==> src/ex_pkg.sv <==
package ex_pkg;

    // ########################################################################
    // widths
    // ########################################################################

    parameter int xlen_c = 64;

    // destination register index
    typedef logic [4:0] reg_addr_t;

    // ########################################################################
    // operation encodings
    // ########################################################################

    typedef enum logic [3:0] {
        alu_add,
        alu_sub,
        alu_and,
        alu_or,
        alu_xor,
        alu_sll,
        alu_srl,
        alu_sra,
        alu_slt,
        alu_sltu,
        alu_mul,
        alu_divu,
        alu_remu
    } alu_op_t;

    typedef enum logic {op1_rs1, op1_pc} op1_sel_t;

    typedef enum logic {op2_rs2, op2_imm} op2_sel_t;

    // multicycle unit states
    typedef enum logic [1:0] {md_st_idle, md_st_busy, md_st_done} md_state_t;

endpackage

==> src/id_ex_reg.sv <==
`timescale 1ns/1ns
module id_ex_reg #(
    parameter int XLEN = ex_pkg::xlen_c
) (
    input  logic                I_sys_clk,
    input  logic                I_rst,
    input  logic                id_valid,
    input  ex_pkg::alu_op_t     op,
    input  ex_pkg::op1_sel_t    op1_sel,
    input  ex_pkg::op2_sel_t    op2_sel,
    input  logic [XLEN-1:0]     rs1,
    input  logic [XLEN-1:0]     rs2,
    input  logic [XLEN-1:0]     imm,
    input  logic [XLEN-1:0]     pc,
    input  ex_pkg::reg_addr_t   rd_addr,
    input  logic                reg_wen,
    input  logic                exec_done,
    input  logic                ex_allowin,
    output logic                id_allowin,
    output logic                ex_valid,
    output logic                md_start,
    output ex_pkg::alu_op_t     ex_op,
    output ex_pkg::op1_sel_t    ex_op1_sel,
    output ex_pkg::op2_sel_t    ex_op2_sel,
    output logic [XLEN-1:0]     ex_rs1,
    output logic [XLEN-1:0]     ex_rs2,
    output logic [XLEN-1:0]     ex_imm,
    output logic [XLEN-1:0]     ex_pc,
    output ex_pkg::reg_addr_t   ex_rd_addr,
    output logic                ex_reg_wen
);

    logic occupied;
    logic id_fire;
    logic id_is_md;

    assign id_is_md = op inside {ex_pkg::alu_mul, ex_pkg::alu_divu, ex_pkg::alu_remu};

    // free, or the held op leaves this cycle
    assign id_allowin = !occupied || (exec_done && ex_allowin);
    assign ex_valid   = occupied && exec_done;
    assign id_fire    = id_valid && id_allowin;

    always_ff @(posedge I_sys_clk) begin
        if (I_rst) begin
            occupied <= 1'b0;
        end else if (id_allowin) begin
            occupied <= id_valid;
        end
    end

    // one cycle kick for the iterative unit, after the op is in place
    always_ff @(posedge I_sys_clk) begin
        if (I_rst) begin
            md_start <= 1'b0;
        end else begin
            md_start <= id_fire && id_is_md;
        end
    end

    always_ff @(posedge I_sys_clk) begin
        if (id_fire) begin
            ex_op      <= op;
            ex_op1_sel <= op1_sel;
            ex_op2_sel <= op2_sel;
            ex_rs1     <= rs1;
            ex_rs2     <= rs2;
            ex_imm     <= imm;
            ex_pc      <= pc;
            ex_rd_addr <= rd_addr;
            ex_reg_wen <= reg_wen;
        end
    end

endmodule

==> src/ex_alu.sv <==
`timescale 1ns/1ns
module ex_alu #(
    parameter int XLEN = ex_pkg::xlen_c
) (
    input  ex_pkg::alu_op_t     op,
    input  ex_pkg::op1_sel_t    op1_sel,
    input  ex_pkg::op2_sel_t    op2_sel,
    input  logic [XLEN-1:0]     rs1,
    input  logic [XLEN-1:0]     rs2,
    input  logic [XLEN-1:0]     imm,
    input  logic [XLEN-1:0]     pc,
    output logic [XLEN-1:0]     alu_result
);

    localparam int SH_W = $clog2(XLEN);

    logic [XLEN-1:0] opa;
    logic [XLEN-1:0] opb;
    logic [SH_W-1:0] shamt;
    logic            lt_signed;
    logic            lt_unsigned;

    // ########################################################################
    // operand select
    // ########################################################################

    assign opa = (op1_sel == ex_pkg::op1_pc) ? pc : rs1;
    assign opb = (op2_sel == ex_pkg::op2_imm) ? imm : rs2;

    assign shamt       = opb[SH_W-1:0];
    assign lt_signed   = $signed(opa) < $signed(opb);
    assign lt_unsigned = opa < opb;

    // ########################################################################
    // single cycle ops
    // ########################################################################

    always_comb begin
        case (op)
            ex_pkg::alu_add:  alu_result = opa + opb;
            ex_pkg::alu_sub:  alu_result = opa - opb;
            ex_pkg::alu_and:  alu_result = opa & opb;
            ex_pkg::alu_or:   alu_result = opa | opb;
            ex_pkg::alu_xor:  alu_result = opa ^ opb;
            ex_pkg::alu_sll:  alu_result = opa << shamt;
            ex_pkg::alu_srl:  alu_result = opa >> shamt;
            ex_pkg::alu_sra:  alu_result = $signed(opa) >>> shamt;
            ex_pkg::alu_slt:  alu_result = {{(XLEN-1){1'b0}}, lt_signed};
            ex_pkg::alu_sltu: alu_result = {{(XLEN-1){1'b0}}, lt_unsigned};
            // mul/div results come from the iterative unit
            default:          alu_result = '0;
        endcase
    end

endmodule

==> src/mul_div_unit.sv <==
`timescale 1ns/1ns
module mul_div_unit #(
    parameter int XLEN = ex_pkg::xlen_c
) (
    input  logic                I_sys_clk,
    input  logic                I_rst,
    input  logic                md_start,
    input  ex_pkg::alu_op_t     op,
    input  logic [XLEN-1:0]     src_a,
    input  logic [XLEN-1:0]     src_b,
    input  logic                md_ack,
    output logic [XLEN-1:0]     md_result,
    output logic                md_done
);

    localparam int CNT_W = $clog2(XLEN);

    ex_pkg::md_state_t  state;
    logic [CNT_W-1:0]   iter_cnt;
    logic               last_iter;
    logic               is_div;
    // acc: product or partial remainder
    // a: multiplicand or dividend/quotient
    // b: multiplier or divisor
    logic [XLEN-1:0]    acc_q;
    logic [XLEN-1:0]    a_q;
    logic [XLEN-1:0]    b_q;
    logic [XLEN+1:0]    trial;

    assign is_div    = (op == ex_pkg::alu_divu) || (op == ex_pkg::alu_remu);
    assign last_iter = (iter_cnt == CNT_W'(XLEN - 1));
    // shift in next dividend bit and try to subtract the divisor
    assign trial     = {1'b0, acc_q, a_q[XLEN-1]} - {2'b00, b_q};

    assign md_done   = (state == ex_pkg::md_st_done);
    assign md_result = (op == ex_pkg::alu_divu) ? a_q : acc_q;

    always_ff @(posedge I_sys_clk) begin
        if (I_rst) begin
            state    <= ex_pkg::md_st_idle;
            iter_cnt <= '0;
        end else begin
            case (state)
                ex_pkg::md_st_idle: begin
                    if (md_start) begin
                        state    <= ex_pkg::md_st_busy;
                        iter_cnt <= '0;
                    end
                end
                ex_pkg::md_st_busy: begin
                    iter_cnt <= iter_cnt + 1'b1;
                    if (last_iter) begin
                        state <= ex_pkg::md_st_done;
                    end
                end
                ex_pkg::md_st_done: begin
                    if (md_ack) begin
                        state <= ex_pkg::md_st_idle;
                    end
                end
                default: state <= ex_pkg::md_st_idle;
            endcase
        end
    end

    // zero divisor never borrows, so quotient ends all ones and remainder = dividend
    always_ff @(posedge I_sys_clk) begin
        if (state == ex_pkg::md_st_idle && md_start) begin
            acc_q <= '0;
            a_q   <= src_a;
            b_q   <= src_b;
        end else if (state == ex_pkg::md_st_busy) begin
            if (is_div) begin
                if (!trial[XLEN+1]) begin
                    acc_q <= trial[XLEN-1:0];
                    a_q   <= {a_q[XLEN-2:0], 1'b1};
                end else begin
                    acc_q <= {acc_q[XLEN-2:0], a_q[XLEN-1]};
                    a_q   <= {a_q[XLEN-2:0], 1'b0};
                end
            end else begin
                if (b_q[0]) begin
                    acc_q <= acc_q + a_q;
                end
                a_q <= a_q << 1;
                b_q <= b_q >> 1;
            end
        end
    end

endmodule

==> src/ex_mem_reg.sv <==
`timescale 1ns/1ns
module ex_mem_reg #(
    parameter int XLEN = ex_pkg::xlen_c
) (
    input  logic                I_sys_clk,
    input  logic                I_rst,
    input  logic                ex_valid,
    input  logic [XLEN-1:0]     result,
    input  logic [XLEN-1:0]     pc,
    input  ex_pkg::reg_addr_t   rd_addr,
    input  logic                reg_wen,
    input  logic                mem_allowin,
    output logic                ex_allowin,
    output logic                mem_valid,
    output logic [XLEN-1:0]     mem_result,
    output logic [XLEN-1:0]     mem_pc,
    output ex_pkg::reg_addr_t   mem_rd_addr,
    output logic                mem_reg_wen
);

    // empty, or memory stage drains us this cycle
    assign ex_allowin = !mem_valid || mem_allowin;

    always_ff @(posedge I_sys_clk) begin
        if (I_rst) begin
            mem_valid <= 1'b0;
        end else if (ex_allowin) begin
            mem_valid <= ex_valid;
        end
    end

    always_ff @(posedge I_sys_clk) begin
        if (ex_valid && ex_allowin) begin
            mem_result  <= result;
            mem_pc      <= pc;
            mem_rd_addr <= rd_addr;
            mem_reg_wen <= reg_wen;
        end
    end

endmodule

==> src/ex_stage_top.sv <==
`timescale 1ns/1ns
module ex_stage_top #(
    parameter int XLEN = ex_pkg::xlen_c
) (
    input  logic                I_sys_clk,
    input  logic                I_rst,
    input  logic                id_valid,
    input  ex_pkg::alu_op_t     op,
    input  ex_pkg::op1_sel_t    op1_sel,
    input  ex_pkg::op2_sel_t    op2_sel,
    input  logic [XLEN-1:0]     rs1,
    input  logic [XLEN-1:0]     rs2,
    input  logic [XLEN-1:0]     imm,
    input  logic [XLEN-1:0]     pc,
    input  ex_pkg::reg_addr_t   rd_addr,
    input  logic                reg_wen,
    output logic                id_allowin,
    input  logic                mem_allowin,
    output logic                mem_valid,
    output logic [XLEN-1:0]     mem_result,
    output ex_pkg::reg_addr_t   mem_rd_addr,
    output logic                mem_reg_wen,
    output logic [XLEN-1:0]     mem_pc
);

    ex_pkg::alu_op_t    ex_op;
    ex_pkg::op1_sel_t   ex_op1_sel;
    ex_pkg::op2_sel_t   ex_op2_sel;
    logic [XLEN-1:0]    ex_rs1;
    logic [XLEN-1:0]    ex_rs2;
    logic [XLEN-1:0]    ex_imm;
    logic [XLEN-1:0]    ex_pc;
    ex_pkg::reg_addr_t  ex_rd_addr;
    logic               ex_reg_wen;
    logic               ex_valid;
    logic               ex_allowin;
    logic               md_start;
    logic               md_done;
    logic               md_ack;
    logic               ex_is_md;
    logic               exec_done;
    logic [XLEN-1:0]    alu_result;
    logic [XLEN-1:0]    md_result;
    logic [XLEN-1:0]    ex_result;

    assign ex_is_md  = ex_op inside {ex_pkg::alu_mul, ex_pkg::alu_divu, ex_pkg::alu_remu};
    // alu is always ready, multicycle ops wait for the unit
    assign exec_done = !ex_is_md || md_done;
    // release the unit when its result moves into ex/mem
    assign md_ack    = ex_valid && ex_allowin;
    assign ex_result = ex_is_md ? md_result : alu_result;

    id_ex_reg #(.XLEN(XLEN)) i_id_ex_reg (
        .I_sys_clk(I_sys_clk), .I_rst(I_rst),
        .id_valid(id_valid), .op(op), .op1_sel(op1_sel), .op2_sel(op2_sel),
        .rs1(rs1), .rs2(rs2), .imm(imm), .pc(pc),
        .rd_addr(rd_addr), .reg_wen(reg_wen),
        .exec_done(exec_done), .ex_allowin(ex_allowin),
        .id_allowin(id_allowin), .ex_valid(ex_valid), .md_start(md_start),
        .ex_op(ex_op), .ex_op1_sel(ex_op1_sel), .ex_op2_sel(ex_op2_sel),
        .ex_rs1(ex_rs1), .ex_rs2(ex_rs2), .ex_imm(ex_imm), .ex_pc(ex_pc),
        .ex_rd_addr(ex_rd_addr), .ex_reg_wen(ex_reg_wen)
    );

    ex_alu #(.XLEN(XLEN)) i_ex_alu (
        .op(ex_op), .op1_sel(ex_op1_sel), .op2_sel(ex_op2_sel),
        .rs1(ex_rs1), .rs2(ex_rs2), .imm(ex_imm), .pc(ex_pc),
        .alu_result(alu_result)
    );

    // mul/div take rs1 and rs2 directly
    mul_div_unit #(.XLEN(XLEN)) i_mul_div_unit (
        .I_sys_clk(I_sys_clk), .I_rst(I_rst),
        .md_start(md_start), .op(ex_op), .src_a(ex_rs1), .src_b(ex_rs2),
        .md_ack(md_ack), .md_result(md_result), .md_done(md_done)
    );

    ex_mem_reg #(.XLEN(XLEN)) i_ex_mem_reg (
        .I_sys_clk(I_sys_clk), .I_rst(I_rst),
        .ex_valid(ex_valid), .result(ex_result), .pc(ex_pc),
        .rd_addr(ex_rd_addr), .reg_wen(ex_reg_wen), .mem_allowin(mem_allowin),
        .ex_allowin(ex_allowin), .mem_valid(mem_valid), .mem_result(mem_result),
        .mem_pc(mem_pc), .mem_rd_addr(mem_rd_addr), .mem_reg_wen(mem_reg_wen)
    );

endmodule

==> config.mk <==
export PLATFORM = sky130hd
export DESIGN_NAME = ex_stage_top
export DESIGN_NICKNAME = d
export VERILOG_FILES = /design/src/ex_pkg.sv /design/src/id_ex_reg.sv /design/src/ex_alu.sv /design/src/mul_div_unit.sv /design/src/ex_mem_reg.sv /design/src/ex_stage_top.sv
export SDC_FILE = /design/constraint.sdc
export NUM_CORES = 2
export LEC_CHECK = 0
export BUFFER_PORTS_ARGS = -buffer_cell sky130_fd_sc_hd__clkbuf_2
export CORE_MARGIN = 2
export CORE_UTILIZATION = 23
export CTS_CLUSTER_SIZE = 24
export DETAILED_ROUTE_END_ITERATION = 7
export GPL_TIMING_DRIVEN = 0
export PLACE_DENSITY = 0.44
export SLEW_MARGIN = 10
export SYNTH_ARGS = -nofsm -noshare
export SYNTH_HDL_FRONTEND = slang
export SYNTH_HIERARCHICAL = 1
export SYNTH_SLANG_ARGS = --single-unit
==> constraint.sdc <==
create_clock -name I_sys_clk -period 13.7 [get_ports I_sys_clk]
set_input_delay 0.685 -clock I_sys_clk [delete_from_list [all_inputs] [get_ports I_sys_clk]]
set_output_delay 0.685 -clock I_sys_clk [all_outputs]
set_load 0.05 [all_outputs]
### Yosys cells after proc, flatten, opt, wreduce, memory -nomap -nowiden

Cells that the tools add are included.

* register bits: 605
* latch bits: 0
* memory bits (writable): 0
* bits in read-only memories: 0
* input bits: 272
* output and inout port bits: 136
* logic and storage cells: 101
* memories kept: 0

* add/sub/neg operators: 5
* multiply operators: 0
* div/mod/pow operators: 0
* $lt $le $gt $ge: 2
* equal/unequal tests: 22
* shift operators: 3
* multiplexer cells: 21
* bitwise gates (word level): 3
* reductions and logical operators: 24

Operators with widths (number)
* $mux 64: 12
* $pmux 64 s10: 1
* $add 64x64->64: 2
* $lt 64x64->1: 2
* $sub 65x64->66: 1
* $and 64x64->64: 1
* $or 64x64->64: 1
* $shl 64x6->64: 1
* $shr 64x6->64: 1
* $sshr 64x6->64: 1
* $sub 64x64->64: 1
* $xor 64x64->64: 1
* $eq 4x4->1 const B: 8
* $eq 4x3->1 const B: 4
* $pmux 6 s2: 1
* $eq 4x2->1 const B: 2
* $add 6x1->6 const B: 1
* $eq 6x6->1 const B: 1
* $logic_and 1x1->1: 6
* $mux 2: 3
* $mux 6: 1
* $pmux 2 s3: 1
* $reduce_and 2->1: 3
* $reduce_bool 2->1: 3
* 12 further kinds: 21

### Logic depth before layout (Yosys ltp)

* depth after elaboration: 8
* depth in mapped cells: 23
* mapped depth without buffers: 19

### Cells and area by module

The synthesis kept the hierarchy.

By module, submodules not included
* ex_alu: times used 1, cells each 3229, area an instance 20313.2 µm², seq. area each 0.0 µm²
* mul_div_unit: times used 1, cells each 2166, area an instance 17287.8 µm², seq. area each 5285.1 µm²
* id_ex_reg: times used 1, cells each 280, area an instance 8152.8 µm², seq. area each 8087.8 µm²
* ex_mem_reg: times used 1, cells each 139, area an instance 4078.9 µm², seq. area each 4043.9 µm²
* ex_stage_top: times used 1, cells each 390, area an instance 2663.8 µm², seq. area each 0.0 µm²

### Worst setup path before layout

Ideal clock, no wire load.

* path kind: flip-flop to flip-flop
* start point: register i_id_ex_reg.ex_op[2]
* end point: register i_id_ex_reg.ex_imm[0] (enable)
* setup time: 0.903 ns
* data arrival time: 12.330 ns
* required time: 12.797 ns
* setup slack: 0.467 ns
* stages on the path, launching flop included: 7
* buffers on the path: 1
* clock period less this slack: 13.233 ns
* cell sequence: edfxtp_1 -> nor2b_1 -> buf_2 -> a21oi_1 -> or3b_1 -> a21boi_0 -> nor2_1

* cells in the longest elaborated chain, start to end: 7
* elaborated cells between the ends (all ways): 9
* those cells by class: eq/ne: 3; reduce/logical: 6

RTL lines
* start, declared: line id_ex_reg.sv:22 `output ex_pkg::alu_op_t ex_op,`
* start signal, assigned: line id_ex_reg.sv:63 `ex_op <= op;`
* $eq 4x4->1: line ex_stage_top.sv:46 `assign ex_is_md = ex_op inside {ex_pkg::alu_mul, ex_pkg::alu_divu, ex_pkg::alu_remu};`
* $reduce_bool 3->1 *: line ex_stage_top.sv:46
* $logic_not 1->1 *: line ex_stage_top.sv:48 `assign exec_done = !ex_is_md || md_done;`
* $logic_or 1x1->1 *: line ex_stage_top.sv:48
* net exec_done: line ex_stage_top.sv:41 `logic exec_done;`
* $logic_and 1x1->1 *: line id_ex_reg.sv:40 `assign id_allowin = !occupied || (exec_done && ex_allowin);`
* $logic_or 1x1->1 *: line id_ex_reg.sv:40
* $logic_and 1x1->1 *: line id_ex_reg.sv:42 `assign id_fire = id_valid && id_allowin;`
* net i_id_ex_reg.id_fire: line id_ex_reg.sv:34 `logic id_fire;`
* end signal, assigned: line id_ex_reg.sv:68 `ex_imm <= imm;`
* end, declared: line id_ex_reg.sv:27 `output logic [XLEN-1:0] ex_imm,`

The timed path passes the listed nets; every way through them passes the cells marked *.
A chain may end at the register's enable or synchronous reset.

### Worst setup path in the final report

* start point: register i_id_ex_reg.ex_op2_sel
* end point: register i_ex_mem_reg.mem_result[54], data pin

* cells in the longest elaborated chain, start to end: 4
* elaborated cells between the ends (all ways): 11
* those cells by class: add/sub: 2; shift: 3; mux: 3; bitwise: 3

RTL lines
* start, declared: line id_ex_reg.sv:24 `output ex_pkg::op2_sel_t ex_op2_sel,`
* start signal, assigned: line id_ex_reg.sv:65 `ex_op2_sel <= op2_sel;`
* $mux 64 *: line ex_alu.sv:28 `assign opb = (op2_sel == ex_pkg::op2_imm) ? imm : rs2;`
* $sub 64x64->64, or another cell as far along: line ex_alu.sv:41 `ex_pkg::alu_sub: alu_result = opa - opb;`
* $pmux 64 s10 *: line ex_alu.sv:39 `case (op)`
* net alu_result[54]: line ex_stage_top.sv:42 `logic [XLEN-1:0] alu_result;`
* $mux 64 *: line ex_stage_top.sv:51 `assign ex_result = ex_is_md ? md_result : alu_result;`
* net ex_result[54]: line ex_stage_top.sv:44 `logic [XLEN-1:0] ex_result;`
* end signal, assigned: line ex_mem_reg.sv:34 `mem_result <= result;`
* end, declared: line ex_mem_reg.sv:15 `output logic [XLEN-1:0] mem_result,`

Marks and branches as above.

==> results.tsv <==
stage	metric	value	unit
outcome	status	complete, but fails checks	
outcome	violations	capacitance limit, slew limit	
synthesis	yosys_most_used_dff	edfxtp_1	
clock_tree	ctsResizeCount	0	
grt	grt_use_met2	0.445	
synthesis	syn_area	52500	um2
clock_tree	clockRootBuffer	clkbuf_16	
synthesis	ys_seq_area_frac	0.332	
critical_path	cp-start-kind	flop	
synthesis	ys_ff_latch	605	
layout	stdcell_area	61700	um2
place	dp_hpwl	308000	um
flow_run	drv_cap	2	
route	via_per_inst	5.74	
place	place_ws	3810	ps
timing	slew_headroom	-0.0333	
power_and_ir_drop	leakage	0.0245	uW
layout	layout.cells.most_common_list	nand2_1 (733), a21oi_1 (642), edfxtp_1 (530)	
layout	syn_to_final_growth	17.6	%
timing	fin_tns_setup	0	ps
grt	grt_pass1_wl	481000	um
route	wl_per_cell	37.4	um
critical_path	end_kind	flop	
critical_path	critPathMaxFanout	10	
route	drt-pass1-iter-count	7	
critical_path	path_buf_inv	5	
timing	final-setup-viol-count	0	
timing	timing.final.ws_setup	3630	ps
layout	layout_commonest_cell	nand2_1	
route	drt_wl_total	368000	um
timing	post-route-period-util	0.735	
timing	final_hold_viol_count	0	
clock_tree	cts_tree	yes	
route	ant_nets	0	
timing	fmax	99.3	MHz
clock_tree	insertion_delay	780	ps
synthesis	syn_nets	6803	
power_and_ir_drop	power_density	145	nW/um2
synthesis	ys_async_sr_fraction	0	
critical_path	crit_chain	buf_2 -> clkbuf_1 -> clkbuf_1 -> buf_2 -> mux2i_1 -> ha_1 -> buf_2 -> nor3_1 -> nand2_1 -> nor3b_1 -> o311ai_0 -> o21ai_1 -> nand4_1 -> a21oi_1 -> nor2_1 -> a2bb2oi_1 -> xnor2_1 -> o21ai_0 -> nand3b_1 -> o221ai_1 -> a21oi_1	
synthesis	synth_cell_type_count	109	
clock_tree	clk_path_buf_depth	3	
critical_path	critical_path.top_delay_family	compound AO/OA/AOI/OAI gates	
layout	multi_input_area	32100	um2
clock_tree	htree_levels	3	
grt	grt_max_degree	55	
grt	grt_pass1_vias	52852	
synthesis	synthCells	6204	
clock_tree	clk_pin_slew	80	ps
grt	grtUsageMet1	0.422	
place	port_buffers	407	
grt	grtUsageMet3	0.0618	
synthesis	synth_edf_count	530	
die	rows	175	
place	place_area	59000	um2
clock_tree	cts_num_sinks	605	
die	io_pins	408	
timing	rsz0062_at_grt	false	
critical_path	crit_type	flop to flop	
route	drtIter0Drc	7151	
grt	grt.overflow.total	0	
route	dr_total_vias	56405	
synthesis	post_synth.cell_area_avg	8.46	um2
critical_path	arrival	10540	ps
grt	antenna_found_initial	43	
timing	tightest_slew	1540	ps
timing	clock_skew	73.2	ps
route	drc	0	
place	place.gp.congestion	1.03	
critical_path	required	14170	ps
die	die_h	482	um
die	die_area	232000	um2
clock_tree	numCtsBuffers	76	
hold_path	min_path_type	primary input to flop	
layout	nets	7326	
die	fp.dieW	482	um
grt	grt.busiest_layer	met2	
timing	fin_crit	10070	ps
clock_tree	post_cts_buffers	0	
layout	drive_above_1_share	0.133	
die	initial_core_util	0.231	
critical_path	cpMostUsedCell	buf_2	
grt	groute.usage.overall	0.304	
timing	slew_viol_final	15	
layout	seq_area	17400	um2
layout	nFillCells	24815	
synthesis	yosysWarningCount	6	
power_and_ir_drop	irDropWorstVdd	0.110	mV
die	core	227000	um2
clock_tree	cts_hold_buffers	0	
critical_path	crit_slowest_cell	clkbuf_1	
critical_path	max_stage_delay	1050	ps
## power by group
| group | switching, uW | internal [uW] | total [uW] |
|---|---|---|---|
| Combinational | 3050 | 1320 | 4370 |
| Sequential | 243 | 2190 | 2430 |
| Clock | 908 | 1220 | 2130 |
| Total | 4200 | 4730 | 8930 |
## state kept, by name (all words and copies together), names as in the netlist, 5 cells and up
signal	count
i_ex_mem_reg/mem_pc	64
i_ex_mem_reg/mem_rd_addr	5
i_ex_mem_reg/mem_result	64
i_id_ex_reg/ex_imm	64
i_id_ex_reg/ex_pc	64
i_id_ex_reg/ex_rd_addr	5
i_id_ex_reg/ex_rs1	64
i_id_ex_reg/ex_rs2	64
i_mul_div_unit/a_q	64
i_mul_div_unit/acc_q	64
i_mul_div_unit/b_q	64
i_mul_div_unit/iter_cnt	6
## cells in the mapped netlist (56+ instances only)
master | count | area [um2]
nand2_1 | 733 | 2750
a21oi_1 | 644 | 3220
edfxtp_1 | 530 | 15900
nor2_1 | 477 | 1790
o21ai_0 | 434 | 2170
ha_1 | 323 | 4040
mux2i_1 | 302 | 3020
inv_1 | 288 | 1080
clkbuf_1 | 267 | 1000
a21o_1 | 119 | 893
xnor2_1 | 103 | 902
buf_2 | 100 | 500
a211oi_1 | 99 | 743
nand3_1 | 99 | 495
mux2_2 | 96 | 1080
o221ai_1 | 95 | 832
o211ai_1 | 92 | 691
o22ai_1 | 78 | 488
dfxtp_1 | 75 | 1500
nor3_1 | 74 | 370
nand3b_1 | 72 | 541
o21ai_1 | 69 | 345
nand4_1 | 66 | 413
or3b_1 | 66 | 578
o21bai_1 | 64 | 480
xor2_1 | 56 | 490
## routing by layer
layer | part of all wire | wire, um
met3 | 0.083 | 30500
met5 | 0.00029 | 108
met4 | 0.058 | 21200
met2 | 0.42 | 153000
met1 | 0.44 | 163000
## per-stage QoR
step / total power [uW] / hold WS [ps] / util / std cells
floorplan: 4910 / 400 / - / 6204
global placement: 6690 / 403 / 0.257 / 9620
detailed placement: 6660 / 408 / 0.260 / 9656
CTS: 8840 / 19.6 / 0.271 / 9798
global route: 9250 / 58.0 / 0.272 / 9809
finish: 8930 / 81.4 / 0.272 / 9824
## layout make-up
type / instances / share of cell area
sequential: 605 / 0.282
antenna: 24 / 0.000973
multi-input combinational: 4847 / 0.519
tap: 3009 / 0.0610
inverter: 300 / 0.0183
clock inverter: 52 / 0.0101
buffer: 452 / 0.0332
clock buffer: 90 / 0.0320
timing repair buffer: 445 / 0.0429
## logic make-up (layout without fill, tap and decap cells)
kind of cell | Yosys count | after routing | synth area share
AND/OR/NAND/NOR | 1818 | 1818 | 0.161
other | 0 | 24 | 0
buffers and inverters | 752 | 1339 | 0.0600
adder cells (fa/ha/maj) | 327 | 327 | 0.0785
AO/OA/AOI/OAI | 2121 | 2121 | 0.258
flip-flops | 605 | 605 | 0.332
XOR/XNOR | 159 | 159 | 0.0265
multiplexers | 422 | 422 | 0.0841
## path summary, 6_finish.rpt
check                                               end                                start  slack (ps)  cells after the start
setup reg to reg  i_ex_mem_reg/mem_result[54]$_DFFE_PP_     i_id_ex_reg/ex_op2_sel$_DFFE_PP_        3630                     21
setup / recovery  i_ex_mem_reg/mem_result[54]$_DFFE_PP_     i_id_ex_reg/ex_op2_sel$_DFFE_PP_        3630                     21
hold reg to reg   i_ex_mem_reg/mem_rd_addr[3]$_DFFE_PP_  i_id_ex_reg/ex_rd_addr[3]$_DFFE_PP_         420                      0
hold / removal         i_id_ex_reg/ex_rs1[14]$_DFFE_PP_                              rs1[14]          80                      1
Note: power is estimated with default switching activity, not from simulation.
